===== src/obj_pkg.sv =====
package obj_pkg;

    ////////////////////////////////////////////////////////////////////////////
    // OAM attributes, word 1 low half on top of word 0
    ////////////////////////////////////////////////////////////////////////////
    typedef struct packed {
        logic [3:0] palette;      // Attribute 2
        logic [1:0] prio;
        logic [9:0] name;
        logic [1:0] size;         // Attribute 1
        logic       vflip;
        logic       hflip;
        logic [2:0] rsvd;         // Affine parameter select, unused for regular sprites
        logic [8:0] x;
        logic [1:0] shape;        // Attribute 0
        logic       color_8bpp;
        logic       mosaic;
        logic [1:0] mode;
        logic       obj_disable;
        logic       affine;
        logic [7:0] y;
    } oam_attr_t;

    typedef struct packed {
        logic obj_enable;
        logic map_1d;
    } obj_config_t;

    typedef struct packed {
        logic       opaque;
        logic [1:0] prio;
        logic [7:0] color;        // Palette index, bank in the high nibble for 4bpp
    } obj_pixel_t;

    typedef struct packed {
        logic [7:0] column;       // Screen column
        logic [5:0] px;           // Sprite coordinates after flip
        logic [5:0] py;
        logic [3:0] width_tiles;
        logic [9:0] name;
        logic       color_8bpp;
        logic [3:0] palette;
        logic [1:0] prio;
    } pixel_job_t;

    // One VRAM halfword, four 4bpp pixels or two 8bpp pixels
    typedef union packed {
        logic [3:0][3:0] nibbles;
        logic [1:0][7:0] bytes;
    } vram_word_u;

    typedef struct packed {
        logic [6:0] width;
        logic [6:0] height;
    } obj_dim_t;

    // Shape 3 gives a zero size, which no line can hit
    function automatic obj_dim_t obj_size(input logic [1:0] shape, input logic [1:0] size);
        obj_dim_t dim;
        case ({shape, size})
            4'b00_00: dim = {7'd8, 7'd8};
            4'b00_01: dim = {7'd16, 7'd16};
            4'b00_10: dim = {7'd32, 7'd32};
            4'b00_11: dim = {7'd64, 7'd64};
            4'b01_00: dim = {7'd16, 7'd8};   // Wide
            4'b01_01: dim = {7'd32, 7'd8};
            4'b01_10: dim = {7'd32, 7'd16};
            4'b01_11: dim = {7'd64, 7'd32};
            4'b10_00: dim = {7'd8, 7'd16};   // Tall
            4'b10_01: dim = {7'd8, 7'd32};
            4'b10_10: dim = {7'd16, 7'd32};
            4'b10_11: dim = {7'd32, 7'd64};
            default:  dim = '0;
        endcase
        return dim;
    endfunction

endpackage


===== src/obj_control_regs.sv =====
`timescale 1ns/1ps

module obj_control_regs (
    input  logic                 clock,
    input  logic                 reset,
    input  logic                 reg_write,
    input  logic [15:0]          reg_wdata,
    input  logic                 line_start,
    output obj_pkg::obj_config_t cfg
);
    import obj_pkg::*;

    obj_config_t pending;

    always_ff @(posedge clock, posedge reset) begin
        if (reset) begin
            pending <= '0;
            cfg     <= '0;
        end else begin
            if (reg_write) begin
                pending.obj_enable <= reg_wdata[12];   // DISPCNT obj enable
                pending.map_1d     <= reg_wdata[6];    // DISPCNT 1D tile mapping
            end
            if (line_start) begin
                cfg <= pending;                        // One setting per scanline
            end
        end
    end

    ////////////////////////////////////////////////////////////////////////////
    // Checks
    ////////////////////////////////////////////////////////////////////////////

    // The scan never sees the live configuration move under it
    cfg_stable_in_line: assert property (
        @(posedge clock) disable iff (reset)
        (cfg != $past(cfg)) |-> $past(line_start)
    );

endmodule


===== config.mk =====
export PLATFORM = sky130hd
export DESIGN_NAME = obj_control_regs
export DESIGN_NICKNAME = d
export VERILOG_FILES = /design/src/obj_pkg.sv /design/src/obj_control_regs.sv
export SDC_FILE = /design/constraint.sdc
export NUM_CORES = 1
export LEC_CHECK = 0
export ABC_AREA = 1
export BUFFER_PORTS_ARGS = -buffer_cell sky130_fd_sc_hd__buf_4
export CAP_MARGIN = 20
export CORE_AREA = 4 4 41 43
export DETAILED_ROUTE_END_ITERATION = 12
export DIE_AREA = 0 0 45 47
export PLACE_DENSITY_LB_ADDON = 0.2
export SLEW_MARGIN = 15
export SYNTH_ARGS = -nofsm -noshare
export SYNTH_HDL_FRONTEND = slang
export SYNTH_SLANG_ARGS = --single-unit
export TNS_END_PERCENT = 30

===== constraint.sdc =====
create_clock -name clock -period 1.3 [get_ports clock]
set_clock_uncertainty 0.2 [all_clocks]
set_input_delay 0.26 -clock clock [delete_from_list [all_inputs] [get_ports clock]]
set_output_delay 0.26 -clock clock [all_outputs]
set_load 0.05 [all_outputs]

==> results.yml <==
outcome:
  status: "finished clean"
flow_run:
  cap_violations: 0
route:
  routed_wl_um: 326
  via_per_inst: 3.222
  drc: 0
  drt_iter0_drc: 3
  wl_per_cell_um: 7.244
  ant_nets: 0
  drt_pass1_iterations: 4
  num_vias: 145
final_layout:
  antennaDiodeCount: 0
  area_growth_syn_to_layout_pct: 66.40
  final_nets: 52
  drive_gt1_share_pct: 33.33
  final_area_sq_um: 260.3
  final_core_util_pct: 20.00
  instances_no_fill: 45
cts:
  cts_tree: "done"
  ctsResizeCount: 0
  cts_buffers: 3
  root_buffer: "clkbuf_4"
  clock_tree.htree_level_count: 1
  cts_sinks: 4
  cts_buffer_depth: 2
  clkTransAtPathRegs_ns: 0.04
  cts_setup_buffers: 0
  clk_latency_ns: 0.23
worst_setup_path:
  cp_data_arrival_time_ns: 0.79
  criticalPathCategory: "flip-flop to output port"
  cp_max_fo: 2
  crit_required_ns: 0.84
  critical_path.top_delay_family: "flip-flops"
  crit_buf_inv: 1
  slowest_delay_ns: 0.37
  start_kind: "flip-flop"
  cpMaxStageDelayCell: "dfrtp_1"
  endpoint_kind: "output port"
  cp_cell_sequence: "buf_4"
grt:
  overflow: 0
  grt_first_pass_wirelength_um: 565
  grt_start_max_net_pins: 5
  grt_pass1_vias: 146
  antenna_found_initial: 0
  grt_util_all_layers_pct: 4.437
placed_design:
  dpl_cell_area_sq_um: 227.7
  dp.cells: 41
  gp_congestion: 0.6176
  port_buffers: 7
floorplan:
  die_w_um: 45
  initial_core_util_pct: 12.02
  io_pins: 22
  coreArea_sq_um: 1301
  rows: 13
  die_h_um: 47
  die_area_sq_um: 2115
power:
  clkPwrFrac_pct: 41.4
  power_switching_uw: 95.15
  switching_share_pct: 26.26
  ir_worst_vdd_mv: 0.5304
  pwr-share-comb_pct: 18.7
  p_leak_nw: 0.1519
  power.internal_uw: 267.1
  powerDensity_nw_per_um2: 1392
  p_seq_share_pct: 39.9
timing:
  maxSlewViolCount: 0
  setup_violations: 0
  timing.hold.ws_ns: 0.03075
  tns_ns: 0
  finalHoldViolations: 0
  rsz0062_at_grt: "false"
  max_freq_mhz: 798.7
  finalCritPeriodShare_pct: 96.32
  slew_headroom_pct: 89.49
  fin_crit_ns: 1.252
  tightest_slew_ns: 0.1574
logic_synthesis:
  yosysUniqueCellTypes: 3
  yosysWarnings: 0
  yosysTopAreaCell: "dfrtp_1"
  synth_nets: 39
  netlist_instances: 19
  synth_area_leaders: "dfrtp_1 (64%), nand2_1 (29%), inv_1 (7.2%)"
  yosysSeqAreaShare_pct: 64.00
  syn_area_sq_um: 156.4
  syn_avg_cell_area_sq_um: 8.232
  ys_ff_latch: 4
  synth_top_area_share_pct: 64.00
worst_hold_path:
  hold_path_class: "input port to flip-flop"
final cells by class:
class                   instances  area [sq um]
multi-input cells              12         45.04
fillers                       157          1041
inverters                       3         11.26
well taps                      15         18.77
repair buffers                  8         62.56
clock buffers                   3         22.52
flip-flops and latches          4         100.1
cells by family after synthesis:
logic type	share of synthesized area, %
and+or+nand+nor	28.80
DFF	64.00
buffers and inverters	7.199
cell usage in the layout, fill, tap and decap left out, drive strengths merged:
cell and count:
clkbuf 3, inv 3, nand2 12, dfrtp 4, buf 7, dlygate4sd3 1
per-stage QoR:
stage	power (mW)	setup WS, ns
finish	0.3623	0.04789
global route	0.3893	0.004827
CTS	0.3720	0.03457
detailed placement	0.2123	0.2907
global placement	0.2099	0.2987
floorplan	0.1837	0.2397
power groups by stage:
stage / Sequential, mW / Clock (mW) / Combinational (mW)
2_1_floorplan: 0.169 / 0 / 0.0143
3_3_place_gp: 0.145 / 0 / 0.0648
3_5_place_dp: 0.146 / 0 / 0.0663
4_1_cts: 0.145 / 0.159 / 0.0687
5_1_grt: 0.146 / 0.169 / 0.0738
6_report: 0.145 / 0.150 / 0.0679
routing by layer:
layer | GRT usage (%) | part of all wire (%) | vias to the layer above | wire length [um]
met2 | 4.802 | 29 | 10 | 94
li1 | - | - | 77 | -
met1 | 3.670 | 44 | 56 | 144
met3 | 6.513 | 25 | 2 | 81
met4 | 3.509 | 1.5 | 0 | 5
met5 | 0 | 0 | - | 0
Yosys cell counts, drive strengths merged:
| master | count |
|---|---|
| nand2 | 12 |
| dfrtp | 4 |
| inv | 3 |
flip-flops by register name, indices dropped and copies added (netlist names):
register	cells
cfg	2
pending	2
final timing paths:
check / start / end / slack [ns] / cells after the start
min: reg_wdata[6] / pending[0] / 0.03 / 3
max: cfg[1] / cfg[1] / 0.05 / 1
max reg2reg: pending[1] / pending[1] / 0.50 / 2
max in group asynchronous: reset / pending[1] / 0.47 / 3
min in group asynchronous: reset / cfg[1] / 0.27 / 3
min reg2reg: cfg[0] / cfg[0] / 0.27 / 2
repair_timing:
item | 4_1_cts | 5_1_grt
hold endpoints to repair | 4 | 0
setup endpoints to repair | 0 | 0
hold buffers | 1 | 0
No activity file was read; power rests on OpenSTA's default activity.
