`src/obj_pkg.sv`:
```
package obj_pkg;

    ////////////////////////////////////////////////////////////////////////////
    // OAM attributes, word 1 low half on top of word 0
    ////////////////////////////////////////////////////////////////////////////
    typedef struct packed {
        logic [3:0] palette;      // Attribute 2
        logic [1:0] prio;
        logic [9:0] name;
        logic [1:0] size;         // Attribute 1
        logic       vflip;
        logic       hflip;
        logic [2:0] rsvd;         // Affine parameter select, unused for regular sprites
        logic [8:0] x;
        logic [1:0] shape;        // Attribute 0
        logic       color_8bpp;
        logic       mosaic;
        logic [1:0] mode;
        logic       obj_disable;
        logic       affine;
        logic [7:0] y;
    } oam_attr_t;

    typedef struct packed {
        logic obj_enable;
        logic map_1d;
    } obj_config_t;

    typedef struct packed {
        logic       opaque;
        logic [1:0] prio;
        logic [7:0] color;        // Palette index, bank in the high nibble for 4bpp
    } obj_pixel_t;

    typedef struct packed {
        logic [7:0] column;       // Screen column
        logic [5:0] px;           // Sprite coordinates after flip
        logic [5:0] py;
        logic [3:0] width_tiles;
        logic [9:0] name;
        logic       color_8bpp;
        logic [3:0] palette;
        logic [1:0] prio;
    } pixel_job_t;

    // One VRAM halfword, four 4bpp pixels or two 8bpp pixels
    typedef union packed {
        logic [3:0][3:0] nibbles;
        logic [1:0][7:0] bytes;
    } vram_word_u;

    typedef struct packed {
        logic [6:0] width;
        logic [6:0] height;
    } obj_dim_t;

    // Shape 3 gives a zero size, which no line can hit
    function automatic obj_dim_t obj_size(input logic [1:0] shape, input logic [1:0] size);
        obj_dim_t dim;
        case ({shape, size})
            4'b00_00: dim = {7'd8, 7'd8};
            4'b00_01: dim = {7'd16, 7'd16};
            4'b00_10: dim = {7'd32, 7'd32};
            4'b00_11: dim = {7'd64, 7'd64};
            4'b01_00: dim = {7'd16, 7'd8};   // Wide
            4'b01_01: dim = {7'd32, 7'd8};
            4'b01_10: dim = {7'd32, 7'd16};
            4'b01_11: dim = {7'd64, 7'd32};
            4'b10_00: dim = {7'd8, 7'd16};   // Tall
            4'b10_01: dim = {7'd8, 7'd32};
            4'b10_10: dim = {7'd16, 7'd32};
            4'b10_11: dim = {7'd32, 7'd64};
            default:  dim = '0;
        endcase
        return dim;
    endfunction

endpackage

```
`src/obj_attr_fetch.sv`:
```
`timescale 1ns/1ps

module obj_attr_fetch #(
    parameter int NUM_OBJECTS = 128,
    parameter int LINE_WIDTH  = 240
) (
    input  logic                 clock,
    input  logic                 reset,
    input  logic                 line_start,
    input  logic [7:0]           line,
    input  obj_pkg::obj_config_t cfg,
    output logic [8:0]           oam_addr,
    input  logic [31:0]          oam_data,
    output obj_pkg::pixel_job_t  job,
    output logic                 job_valid,
    output logic                 line_done
);
    import obj_pkg::*;

    typedef enum logic [2:0] {IDLE, READ0, WAIT0, READ1, WAIT1, EMIT} state_t;

    state_t      state;
    logic [7:0]  obj_index, cur_line, obj_row, next_row;
    logic [31:0] word0;
    oam_attr_t   attr, next_attr;
    obj_dim_t    dim, next_dim;
    logic [6:0]  col_offset;
    logic [8:0]  screen_col;
    logic [5:0]  px, py;
    logic        visible, last_obj, last_col, drain;

    always_comb begin
        next_attr = {oam_data[15:0], word0};
        next_dim  = obj_size(next_attr.shape, next_attr.size);
        next_row  = cur_line - next_attr.y;
        visible   = cfg.obj_enable && !next_attr.obj_disable && !next_attr.affine &&
                    !next_attr.mode[1] && (next_row < {1'b0, next_dim.height});
    end

    assign oam_addr   = {obj_index, state == READ1};   // Word select in the LSB
    assign last_obj   = (obj_index == 8'(NUM_OBJECTS - 1));
    assign last_col   = (col_offset == dim.width - 7'd1);
    assign screen_col = attr.x + {2'b00, col_offset};    // Wraps at 512
    assign px = attr.hflip ? dim.width[5:0] - 6'd1 - col_offset[5:0] : col_offset[5:0];
    assign py = attr.vflip ? dim.height[5:0] - 6'd1 - obj_row[5:0] : obj_row[5:0];

    assign job = '{column:      screen_col[7:0],
                   px:          px,
                   py:          py,
                   width_tiles: dim.width[6:3],
                   name:        attr.name,
                   color_8bpp:  attr.color_8bpp,
                   palette:     attr.palette,
                   prio:        attr.prio};
    assign job_valid = (state == EMIT) && (screen_col < 9'(LINE_WIDTH)) && !line_start;

    always_ff @(posedge clock, posedge reset) begin
        if (reset) begin
            state      <= IDLE;
            obj_index  <= '0;
            cur_line   <= '0;
            col_offset <= '0;
            drain      <= 1'b0;
            line_done  <= 1'b0;
        end else if (line_start) begin
            state     <= READ0;                          // Also aborts a running scan
            obj_index <= '0;
            cur_line  <= line;
            drain     <= 1'b0;
            line_done <= 1'b0;
        end else begin
            line_done <= drain;                          // Last job has left the pipe
            drain     <= 1'b0;
            case (state)
                READ0: state <= WAIT0;
                WAIT0: state <= READ1;
                READ1: state <= WAIT1;
                WAIT1, EMIT: begin
                    if (state == WAIT1 && visible) begin
                        state      <= EMIT;
                        col_offset <= '0;
                    end else if (state == EMIT && !last_col) begin
                        col_offset <= col_offset + 7'd1;
                    end else if (last_obj) begin
                        state <= IDLE;
                        drain <= 1'b1;
                    end else begin
                        state     <= READ0;
                        obj_index <= obj_index + 8'd1;
                    end
                end
                default: state <= IDLE;
            endcase
        end
    end

    always_ff @(posedge clock) begin
        if (state == WAIT0) word0 <= oam_data;
        if (state == WAIT1 && visible) begin
            attr    <= next_attr;
            dim     <= next_dim;
            obj_row <= next_row;
        end
    end

    job_in_sprite: assert property (
        @(posedge clock) disable iff (reset)
        job_valid |-> (col_offset < dim.width) && (obj_row < {1'b0, dim.height})
    );
    done_is_pulse: assert property (
        @(posedge clock) disable iff (reset) line_done |=> !line_done
    );

endmodule

```
`config.mk`:
```
export PLATFORM = sky130hd
export DESIGN_NAME = obj_attr_fetch
export DESIGN_NICKNAME = d
export VERILOG_FILES = /design/src/obj_pkg.sv /design/src/obj_attr_fetch.sv
export SDC_FILE = /design/constraint.sdc
export NUM_CORES = 1
export LEC_CHECK = 0
export ABC_AREA = 1
export BUFFER_PORTS_ARGS = -buffer_cell sky130_fd_sc_hd__buf_4
export CAP_MARGIN = 20
export CORE_MARGIN = 5
export CORE_UTILIZATION = 25
export CTS_CLUSTER_SIZE = 24
export DETAILED_ROUTE_END_ITERATION = 8
export PLACE_DENSITY_LB_ADDON = 0.1
export SLEW_MARGIN = 5
export SYNTH_ARGS = -nofsm -noshare
export SYNTH_HDL_FRONTEND = slang
export SYNTH_SLANG_ARGS = --single-unit
```
`constraint.sdc`:
```
create_clock -name clock -period 4.5 [get_ports clock]
set_input_delay 0.9 -clock clock [delete_from_list [all_inputs] [get_ports clock]]
set_output_delay 0.9 -clock clock [all_outputs]
set_load 0.01 [all_outputs]
```
==> flow_summary.ini <==
[outcome]
status = finished clean

[detailed_routing]
vias_per_cell = 4.098
drt-total-wl_mm = 11.71
num_vias = 3496
wl_per_cell_um = 13.73
drc = 0
drt_iter0_drc = 198
detail-route-antenna-nets = 0
firstDrtPassIters = 4

[min_path]
holdPathStages = 0
min_path_type = reg -> reg
holdPathEnd = job[19]
hold_start = next_dim[12]

[sta]
worst_slack_ns = 1.051
finalCritPeriodShare_pct = 76.65
rsz0062_at_grt = false
tightest_slew_ns = 0.6313
hold_violations = 0
min_period_ns = 3.449
skew_ns = 0.01521
whs_ns = 0.4019
drv_slew = 0
fmaxAchievable_ghz = 0.2899
setup_viol = 0
slew-limit-headroom_pct = 57.86
setup_tns_ns = 0

[clock_network]
htreeDepth = 3
clock_tree.buffer_depth = 2
root_buffer = clkbuf_16
clk_pin_slew_ns = 0.07
cts_tree = built
cts_made_buffers = 9
cts_resized = 0
hold_buffers = 0
clock-sinks = 104
clock_latency_ns = 0.35
post-cts-setup-buffers = 0

[cells_and_area]
diodes = 0
layout_common_cells = nand2_1, buf_4, inv_1
instances_no_fill = 853
fin_util_pct = 31.30
layout-drive-gt1-share_pct = 24.01
multi_input_area_um2 = 1858
syn_to_final_growth_pct = 22.51
num-fill-cells = 2147
stdcell_area_um2 = 6395
seq_area_um2 = 2903
nets = 653
final_common_cell = nand2_1

[power]
power.leakage_nw = 2.908
total_power_mw = 2.334
ir_drop_v = 0.0001779
cellPowerDensity_nw_per_um2 = 365.0

[global_route]
grt_use_met2_pct = 16.58
grt_util_all_layers_pct = 9.851
grt_use_met3_pct = 2.347
grt.overflow.total = 0
grt_pass1_vias = 3610
busiest_layer = met2
antenna_found_initial = 0
grt_pass1_wl_mm = 18.46
met1_usage_pct = 12.30
grt_max_degree = 33

[logic_synthesis]
synthFlopType = edfxtp_1
synth_edf_count = 68
synth_area_per_cell_um2 = 10.48
synth.distinct_cells = 41
synth.cell_area_um2 = 5220
seq_area_frac_synth_pct = 55.61
synth_fp_nets = 573
ys_async_sr_fraction_pct = 26.92
syn_inst = 498
ys_warn_count = 0
synth_seq_cells = 104

[worst_setup_path]
r2r_start = cur_line[0]
critPathMaxFanout = 5
r2r-end = job[17]
critPathCaptureType = output pin
required_ns = 3.60
crit_type = reg -> out
crit_arrival_ns = 2.55
critPathLaunchType = register
reg2reg_depth = 15
r2r_slack_ns = 1.15

[floorplan]
io_pins = 97
die_x_um = 154.5
rows = 52
start_util_pct = 25.55
dieArea_um2 = 23870
core_um2 = 20430
die_y_um = 154.5

[placed_design]
gp_congestion = 0.7757
port_buffers = 92
place_area_um2 = 6112
place_hpwl_mm = 8.644
dp_slack_ns = 1.107
placedCellCount = 837

[run]
cap_viol_max_count = 0
==> cell families (layout without fill, tap and decap cells) <==
family                   count (synthesis)  after routing  synth area share [%]
AO/OA/AOI/OAI                           44             44                 4.746
buffers and inverters                  102            187                 8.916
flip-flops                             104            104                 55.61
AND/OR/NAND/NOR                        187            187                 17.76
XOR/XNOR                                31             31                 5.201
adder cells (fa/ha/maj)                 30             30                 7.766
==> routing by layer <==
metal	vias to the layer above	part of all wire, %
met4	0	1.4
met1	1624	46
met5	-	0
met3	12	5.0
li1	1787	-
met2	73	47
==> sequential cells by signal (all words and copies together) (netlist names) <==
register / cells
cur_line: 8
obj_row: 6
attr: 11
drain: 1
dim: 3
next_dim: 8
obj_index: 8
col_offset: 7
job: 21
state: 3
line_done: 1
word0: 27
==> area by class of cell <==
class | count | share of cell area, %
well taps | 270 | 5.283
repair buffers | 95 | 11.35
clock inverters | 6 | 0.8413
multi-input cells | 292 | 29.05
inverters | 76 | 4.500
clock buffers | 10 | 3.581
flip-flops and latches | 104 | 45.39
==> synthesized netlist by cell type (3+ instances only) <==
master | n | share of area, %
nor2_1 | 16 | 1.2
nand2_1 | 108 | 7.8
xor2_1 | 22 | 3.7
nand3_1 | 19 | 1.8
a21oi_1 | 16 | 1.5
edfxtp_1 | 68 | 39
o21ai_0 | 13 | 1.2
dfrtp_1 | 28 | 13
nand4_1 | 15 | 1.8
buf_4 | 21 | 3.0
nand3_2 | 9 | 1.7
xnor2_1 | 9 | 1.5
inv_1 | 70 | 5.0
clkbuf_1 | 3 | 0.22
inv_2 | 5 | 0.36
nand2_4 | 3 | 0.65
ha_1 | 26 | 6.2
fa_1 | 4 | 1.5
o21ai_1 | 5 | 0.48
dfxtp_1 | 8 | 3.1
nor3_1 | 7 | 0.67
==> worst max-delay path by stage <==
| stage | slack [ns] | to | start | cells past startpoint |
|---|---|---|---|---|
| 3_5_place_dp | 1.11 | attr[23] | cur_line[0] | 15 |
| 2_1_floorplan | 1.10 | attr[16] | word0[0] | 13 |
| 4_1_cts | 1.0 | job_valid | col_offset[0] | 15 |
| 3_3_place_gp | 1.12 | attr[19] | cur_line[0] | 15 |
| 5_1_grt | 0.84 | job[17] | cur_line[0] | 15 |
| 6_report | 1.05 | job_valid | col_offset[0] | 15 |
==> critical path, stage by stage, from the launching register on <==
cell and delay, ns:
dfrtp_1 0.47, ha_1 0.21, inv_1 0.06, fa_1 0.40, o21ai_1 0.30, nand2_1 0.08, nand2_1 0.07, nand2_1 0.06
nand2_1 0.06, nand2_1 0.05, nand2_1 0.07, inv_2 0.04, nand2_1 0.04, nor2_1 0.04, a21oi_1 0.13, buf_4 0.14
==> where the power goes <==
group          switching, mW  internal, mW
logic                  0.253         0.184
clock network          0.383         0.387
registers             0.0415          1.09
Note: power is estimated with default switching activity, not from simulation.
