--- src/obj_pkg.sv ---
package obj_pkg;

    ////////////////////////////////////////////////////////////////////////////
    // OAM attributes, word 1 low half on top of word 0
    ////////////////////////////////////////////////////////////////////////////
    typedef struct packed {
        logic [3:0] palette;      // Attribute 2
        logic [1:0] prio;
        logic [9:0] name;
        logic [1:0] size;         // Attribute 1
        logic       vflip;
        logic       hflip;
        logic [2:0] rsvd;         // Affine parameter select, unused for regular sprites
        logic [8:0] x;
        logic [1:0] shape;        // Attribute 0
        logic       color_8bpp;
        logic       mosaic;
        logic [1:0] mode;
        logic       obj_disable;
        logic       affine;
        logic [7:0] y;
    } oam_attr_t;

    typedef struct packed {
        logic obj_enable;
        logic map_1d;
    } obj_config_t;

    typedef struct packed {
        logic       opaque;
        logic [1:0] prio;
        logic [7:0] color;        // Palette index, bank in the high nibble for 4bpp
    } obj_pixel_t;

    typedef struct packed {
        logic [7:0] column;       // Screen column
        logic [5:0] px;           // Sprite coordinates after flip
        logic [5:0] py;
        logic [3:0] width_tiles;
        logic [9:0] name;
        logic       color_8bpp;
        logic [3:0] palette;
        logic [1:0] prio;
    } pixel_job_t;

    // One VRAM halfword, four 4bpp pixels or two 8bpp pixels
    typedef union packed {
        logic [3:0][3:0] nibbles;
        logic [1:0][7:0] bytes;
    } vram_word_u;

    typedef struct packed {
        logic [6:0] width;
        logic [6:0] height;
    } obj_dim_t;

    // Shape 3 gives a zero size, which no line can hit
    function automatic obj_dim_t obj_size(input logic [1:0] shape, input logic [1:0] size);
        obj_dim_t dim;
        case ({shape, size})
            4'b00_00: dim = {7'd8, 7'd8};
            4'b00_01: dim = {7'd16, 7'd16};
            4'b00_10: dim = {7'd32, 7'd32};
            4'b00_11: dim = {7'd64, 7'd64};
            4'b01_00: dim = {7'd16, 7'd8};   // Wide
            4'b01_01: dim = {7'd32, 7'd8};
            4'b01_10: dim = {7'd32, 7'd16};
            4'b01_11: dim = {7'd64, 7'd32};
            4'b10_00: dim = {7'd8, 7'd16};   // Tall
            4'b10_01: dim = {7'd8, 7'd32};
            4'b10_10: dim = {7'd16, 7'd32};
            4'b10_11: dim = {7'd32, 7'd64};
            default:  dim = '0;
        endcase
        return dim;
    endfunction

endpackage

--- src/obj_tile_address.sv ---
`timescale 1ns/1ps

module obj_tile_address (
    input  logic                 clock,
    input  logic                 reset,
    input  obj_pkg::pixel_job_t  job,
    input  logic                 job_valid,
    input  obj_pkg::obj_config_t cfg,
    output logic [14:0]          vram_addr,
    output obj_pkg::pixel_job_t  stage_job,
    output logic                 stage_valid
);
    import obj_pkg::*;

    logic [7:0]  tile_col, tile_row, width_ext, tile_offset;
    logic [10:0] tile_index;
    logic [5:0]  in_tile_byte;
    logic [15:0] byte_addr;

    always_comb begin
        tile_col  = {5'b0, job.px[5:3]};
        tile_row  = {5'b0, job.py[5:3]};
        width_ext = {4'b0, job.width_tiles};
        if (cfg.map_1d) begin
            tile_offset = (tile_row * width_ext + tile_col) << job.color_8bpp;
        end else begin
            tile_offset = (tile_row << 5) + (tile_col << job.color_8bpp);   // 32-tile rows
        end
        tile_index = {1'b0, job.name} + {3'b0, tile_offset};
        if (job.color_8bpp) begin
            in_tile_byte = {job.py[2:0], job.px[2:0]};         // 8 bytes per row
        end else begin
            in_tile_byte = {1'b0, job.py[2:0], job.px[2:1]};   // 4 bytes per row
        end
        byte_addr = {tile_index, 5'b0} + {10'b0, in_tile_byte};
    end

    assign vram_addr = byte_addr[15:1];   // Halfword address, wraps at 32K

    ////////////////////////////////////////////////////////////////////////////
    // Stage register, lines up with the VRAM read data
    ////////////////////////////////////////////////////////////////////////////
    always_ff @(posedge clock, posedge reset) begin
        if (reset) begin
            stage_valid <= 1'b0;
        end else begin
            stage_valid <= job_valid;
        end
    end

    always_ff @(posedge clock) begin
        stage_job <= job;
    end

endmodule

--- config.mk ---
export PLATFORM = sky130hd
export DESIGN_NAME = obj_tile_address
export DESIGN_NICKNAME = d
export VERILOG_FILES = /design/src/obj_pkg.sv /design/src/obj_tile_address.sv
export SDC_FILE = /design/constraint.sdc
export NUM_CORES = 1
export LEC_CHECK = 0
export ABC_CLOCK_PERIOD_IN_PS = 7450
export BUFFER_PORTS_ARGS = -buffer_cell sky130_fd_sc_hd__buf_2
export CAP_MARGIN = 20
export CORE_MARGIN = 2
export CORE_UTILIZATION = 46
export DETAILED_ROUTE_END_ITERATION = 10
export PLACE_DENSITY = 0.78
export SYNTH_ARGS = -nofsm -noshare
export SYNTH_HDL_FRONTEND = slang
export SYNTH_SLANG_ARGS = --single-unit
--- constraint.sdc ---
create_clock -name clock -period 7.45 [get_ports clock]
set_clock_uncertainty 0.05 [all_clocks]
set_input_delay 1.49 -clock clock [delete_from_list [all_inputs] [get_ports clock]]
set_output_delay 1.49 -clock clock [all_outputs]
set_load 0.05 [all_outputs]
==> results.py, run 1 <==
metrics = {
    "status": {
        "status": "finished clean",
    },
    "critical_path": {
        "path_depth": 21,
        "path_cells": "buf_4, nand2_4, fa_1, inv_2, fa_1, ha_1, a21o_1, a21oi_2, o21bai_1, or3_1, a31o_4, a31oi_4, ha_4, buf_6, or3b_4, nand3_2, a211o_2, nor3b_4, nand4_1, xor2_2, buf_6",
        "worstSetupStartpointType": "input pin",
        "max_stage_delay_ns": 0.51,
        "crit_required_ns": 5.91,
        "crit_slowest_cell": "fa_1",
        "cp-endpoint": "vram_addr[13]",
        "crit_family": "adder cells",
        "endpoint_kind": "output pin",
        "startpoint": "job[18]",
        "critical_path_class": "in2out",
        "arrival_ns": 5.76,
        "critPathBufInv": 4,
        "critPathMaxFanout": 8,
    },
    "routing": {
        "vias_per_cell": 5.055,
        "vias": 1931,
        "wl_per_cell_um": 12.84,
        "ant_nets": 0,
        "dr.pass1.iters": 4,
        "wl_um": 4906,
        "drt_iter0_markers": 93,
        "post-route-drc-count": 0,
    },
    "synth": {
        "ys_ff_latch": 42,
        "synth-seq-area-share_pct": 38.65,
        "async_flop_share_pct": 2.381,
        "avgSynthCellArea_um2": 10.23,
        "synth_top_area_share_pct": 37.51,
        "synth_flop_cell": "dfxtp_1",
        "yosysTopAreaCell": "dfxtp_1",
        "synthesis.nets": 288,
        "ys_warn_count": 0,
        "syn_area_um2": 2188,
        "synth.distinct_cells": 48,
        "syn_inst": 214,
        "synth_area_leaders": "dfxtp_1 38%, ha_1 13%, fa_1 4.6%, xor2_1 3.2%, and2_1 2.9%",
        "synth_edf_count": 0,
    },
    "global_routing": {
        "grt_use_total_pct": 18.43,
        "grt_pass1_wl_um": 7665,
        "antenna_found_initial": 0,
        "grt-ovfl-total": 0,
        "grt_max_degree": 20,
        "grt_pass1_vias": 1746,
    },
    "die": {
        "fp.dieH_um": 72.98,
        "row_count": 25,
        "fp.coreArea_um2": 4661,
        "pin_count": 103,
        "start_util_pct": 46.95,
        "dieWidth_um": 72.98,
        "die_area_um2": 5325,
    },
    "clock_network": {
        "h-tree-depth": 2,
        "cts_hold_buf": 0,
        "clk_pin_slew_ns": 0.08,
        "clk_path_buf_depth": 2,
        "cts-root-buf": "clkbuf_8",
        "tritoncts": "yes",
        "clock-sinks": 42,
        "cts_buffers": 5,
    },
    "place": {
        "dpl.cell_count": 372,
        "gp_congestion": 0.7782,
        "preCtsSetupSlack_ns": -0.03851,
        "portBuffers": 101,
        "dpl.hpwl_um": 3792,
    },
    "timing": {
        "grt_setup_unrepaired": "yes",
        "fin_crit_ns": 7.304,
        "fmax_ghz": 0.1369,
        "setup_viol": 0,
        "min_period_over_period_pct": 98.04,
        "maxSlewViolCount": 0,
        "finalHoldViolations": 0,
        "whs_ns": 0.9647,
        "worst_slew_pin_slew_ns": 0.3893,
        "setup_ws_ns": 0.1458,
        "max-slew-margin-rel_pct": 74.05,
    },
    "cells_and_area": {
        "drive_gt1_share_pct": 44.21,
        "syn2layout_area_growth_pct": 40.59,
        "antenna_cells": 0,
        "finalNonFillerCells": 382,
        "num-fill-cells": 404,
        "final_nets": 401,
    },
    "pwr": {
        "finalPower_uw": 763.8,
        "power.leakage_uw": 0.001569,
        "ir_worst_vdd_uv": 180.8,
        "powerDensity_nw_per_um2": 248.3,
    },
    "min_path": {
        "min_path_type": "in2async",
    },
    "run": {
        "max-cap-violations": 0,
    },
}
-- sequential cells by signal, summed over array words and instances, names as in the netlist --
| name | cells |
|---|---|
| stage_job | 41 |
| stage_valid | 1 |
-- Yosys cell counts, types with 2 or more instances --
cell	count
o21bai_1	3
dfxtp_1	41
o21ai_1	4
mux2_2	5
o21ai_0	2
nand3_1	5
xnor2_1	7
and3_1	3
a21oi_1	9
o21a_1	3
mux2i_1	5
fa_1	5
nand2b_1	2
clkbuf_1	3
xor2_1	8
a21o_1	6
nor2_1	10
nor2b_1	4
and2_1	10
ha_1	23
nand4_1	2
nor3_1	2
nand2_1	12
inv_1	15
a2111oi_2	2
-- cells by family (layout without fill, tap and decap cells) --
logic type / count (synthesis) / count (layout) / share of synthesized area, %
AND/OR/NAND/NOR: 59 / 59 / 15.15
buffers and inverters: 18 / 132 / 3.087
flip-flops: 42 / 42 / 38.65
multiplexers: 10 / 10 / 4.860
XOR/XNOR: 15 / 15 / 6.004
adder cells (fa/ha/maj): 28 / 28 / 17.72
AO/OA/AOI/OAI: 42 / 42 / 14.52
-- what timing repair did --
item | CTS | global route
endpoints found under the hold margin | 0 | 0
resized for setup | 3 | 35
setup buffers | 0 | 2
setup endpoints to repair | 2 | 5
pin swaps | 1 | 17
-- cells in the final DEF (no fill, tap or decap), types with 2 or more instances in the layout --
cell type,count
a21o_1,6
a21oi_1,8
a21oi_2,2
and2_1,10
and3_1,3
buf_2,92
buf_4,10
buf_6,4
buf_8,2
clkbuf_8,5
clkinvlp_4,2
dfxtp_1,41
fa_1,4
ha_1,22
inv_1,14
mux2_2,5
mux2i_1,5
nand2_1,9
nand2_4,2
nand2b_1,2
nand3_1,4
nand4_1,2
nor2_1,10
nor2b_1,4
o21a_1,3
o21ai_0,2
o21ai_1,4
o21bai_1,3
xnor2_1,5
xnor2_2,2
xor2_1,7
-- routing by layer --
metal,GRT usage [%],share of wire [%],up-vias
met2,32.93,50,75
met3,3.867,6.7,4
li1,-,-,978
met4,8.025,1.7,0
met5,0,0,-
met1,21.04,41,874
-- cell type report --
class,count,area [µm²],area share [%]
sequential,42,845.8,27.49
clock inverter,3,23.77,0.7727
clock buffer,5,68.82,2.237
timing repair buffer,109,618.1,20.09
inverter,15,56.30,1.830
multi-input combinational,154,1396,45.38
tap,54,67.56,2.196
-- power by group --
part	total (µW)	internal [µW]	leakage, µW	switching, µW
clock	148	66.9	0.0000408	80.7
sequential	239	236	0.000358	2.39
combinational	377	129	0.00117	248
-- worst min path at each step --
stage	depth (start not counted)	from	to	slack (ns)
floorplan	1	reset	stage_valid	1.17
detailed placement	2	reset	stage_valid	1.28
CTS	2	reset	stage_valid	0.96
global placement	2	reset	stage_valid	1.27
finish	2	reset	stage_valid	0.96
global route	2	reset	stage_valid	0.96
-- per-stage QoR --
stage	util [%]	cell area [µm²]	TNS [ns]
2_1_floorplan	-	2196	0
3_3_place_gp	60.13	2803	0
3_5_place_dp	60.13	2803	-0.07004
4_1_cts	62.36	2907	0
5_1_grt	66.01	3077	-0.08553
6_report	66.01	3077	0
No activity file was read; power rests on OpenSTA's default activity.
==> run 2, diff against run 1 <==
ABC_AREA = 1   (was default)
BUFFER_PORTS_ARGS = default   (was -buffer_cell sky130_fd_sc_hd__buf_2)
CORE_UTILIZATION = 60   (was 46)
DONT_BUFFER_PORTS = 1   (was default)
PLACE_DENSITY = 0.75   (was 0.78)
==> results.py, run 2 <==
metrics = {
    "timing": {
        "final.setup.tns_ns": 0,
        "max-slew-margin-rel_pct": 32.12,
        "grt_setup_unrepaired": "no",
        "worst_slew_pin_slew_ns": 1.011,
        "setup_viol": 0,
        "fin_crit_ns": 6.966,
        "maxSlewViolCount": 0,
        "min_period_over_period_pct": 93.50,
        "fmax_ghz": 0.1436,
        "finalHoldViolations": 0,
    },
    "cells_and_area": {
        "final_util_pct": 68.92,
        "postLayoutCellArea_um2": 2580,
        "top_register": "stage_job",
        "final_nets": 394,
        "drive_gt1_share_pct": 13.40,
        "layout_commonest_cell": "nand2_1",
        "antenna_cells": 0,
        "layout_common_cells": "87 x nand2_1, 48 x inv_1, 41 x dfxtp_1",
        "syn2layout_area_growth_pct": 7.396,
        "largest_register_ffs": 41,
        "finalNonFillerCells": 369,
        "reg_top3": "stage_job (41), stage_valid (1)",
    },
    "critical_path": {
        "arrival_ns": 5.43,
        "worstSetupStartpointType": "input pin",
        "critical_path_class": "in2out",
        "crit_required_ns": 5.91,
        "startpoint": "job[17]",
        "critPathMaxFanout": 6,
        "endpoint_kind": "output pin",
    },
    "clock_network": {
        "clk_pin_slew_ns": 0.07,
        "cts_resized": 0,
        "clk_path_buf_depth": 2,
        "tritoncts": "yes",
        "h-tree-depth": 2,
        "cts-root-buf": "clkbuf_8",
        "cts_buffers": 5,
        "cts_setup_buffers": 0,
        "cts_hold_buf": 0,
        "clock-sinks": 42,
    },
    "pwr": {
        "ir_worst_vdd_uv": 129.7,
        "powerDensity_nw_per_um2": 276.1,
        "finalPower_uw": 712.3,
        "power.leakage_uw": 0.001405,
    },
    "min_path": {
        "min_path_type": "in2async",
    },
    "synth": {
        "yosysTopAreaCell": "dfxtp_1",
        "avgSynthCellArea_um2": 7.724,
        "ys_ff_latch": 42,
        "synth_flop_cell": "dfxtp_1",
        "syn_area_um2": 2402,
        "ys_warn_count": 0,
        "netlist_top_cells_count": "87 x nand2_1, 48 x inv_1, 41 x dfxtp_1",
        "synth_area_leaders": "dfxtp_1 34%, nand2_1 14%, ha_1 12%, inv_1 7.5%, fa_1 4.2%",
        "async_flop_share_pct": 2.381,
        "yosysMostFrequentCell": "nand2_1",
        "synth_top_area_share_pct": 34.17,
        "synth-seq-area-share_pct": 35.21,
        "synth_edf_count": 0,
        "syn_inst": 311,
        "synth.distinct_cells": 32,
        "synthesis.nets": 385,
    },
    "status": {
        "status": "finished clean",
    },
    "die": {
        "row_count": 22,
        "pin_count": 103,
        "start_util_pct": 64.17,
        "dieWidth_um": 67.28,
        "fp.coreArea_um2": 3744,
        "die_area_um2": 4526,
        "fp.dieH_um": 67.28,
    },
    "place": {
        "dpl.hpwl_um": 3957,
        "post_dp_cell_area_um2": 2485,
        "portBuffers": 0,
        "gp_congestion": 0.8338,
        "dpl.cell_count": 361,
    },
    "global_routing": {
        "grt-ovfl-total": 0,
        "grt_pass1_wl_um": 7562,
        "grt_util_met3_pct": 8.667,
        "met1_usage_pct": 26.42,
        "grt_pass1_vias": 1774,
        "antenna_found_initial": 0,
        "grt_use_met2_pct": 36.63,
        "busiest_layer": "met2",
        "grt_max_degree": 15,
        "grt_use_total_pct": 22.14,
    },
    "routing": {
        "wl_per_cell_um": 12.78,
        "vias": 1927,
        "dr.pass1.iters": 4,
        "ant_nets": 0,
        "wl_um": 4715,
        "vias_per_cell": 5.222,
        "post-route-drc-count": 0,
        "drt_iter0_markers": 73,
    },
    "run": {
        "max-cap-violations": 0,
    },
}
-- run 2: critical path, cell delays in order --
cell and delay [ns]:
nand2_1 0.06, fa_1 0.53, inv_1 0.05, fa_1 0.52, inv_1 0.07, fa_1 0.46, o21ai_1 0.23, xnor2_1 0.17
nand2_1 0.07, nand3_1 0.09, nand2_1 0.05, ha_1 0.35, nand2_1 0.15, inv_1 0.05, a21oi_1 0.22, nand2_1 0.11
nand2_1 0.07, nand2_1 0.08, nor2_2 0.12, nand4_1 0.09, nand2_1 0.38
-- run 2: cells by family (layout without fill, tap and decap cells) --
kind of cell,Yosys count,count (layout),share of synthesized area [%]
simple gates,153,153,30.31
buf+inv,55,65,8.906
flops,42,42,35.21
fa+ha+maj,28,28,16.15
compound gates,23,23,5.469
xor+xnor,10,10,3.958
-- run 2: stage by stage --
stage | hold slack [ns] | worst slack, ns
2_1_floorplan | 1.169 | 0.4697
3_3_place_gp | 1.170 | 0.5463
3_5_place_dp | 1.172 | 0.5217
4_1_cts | 0.8554 | 0.5150
5_1_grt | 0.8519 | 0.1664
6_report | 0.8645 | 0.4840
-- run 2: final timing paths --
check / to / slack [ns] / cells after the start
max in group asynchronous: stage_valid / 6.40 / 1
min in group clock: stage_job[10] / 1.16 / 0
min: stage_valid / 0.86 / 1
max: vram_addr[12] / 0.48 / 21
-- run 2: area by class of cell --
cell class	instances	area, µm²
Timing Repair Buffer	6	45.04
Fill cell	315	1164
Clock inverter	2	12.51
Inverter	51	191.4
Clock buffer	6	82.58
Tap cell	48	60.06
Multi-Input combinational cell	214	1343
Sequential cell	42	845.8
-- run 2: routing by layer --
layer | share of wire (%) | vias to the layer above
li1 | - | 987
met1 | 44 | 841
met2 | 44 | 92
met3 | 11 | 7
met4 | 1.2 | 0
met5 | 0 | -
-- run 2: power by group --
group	internal, µW	switching (µW)
clock	74.4	75.9
sequential	237	47.1
combinational	86.7	191
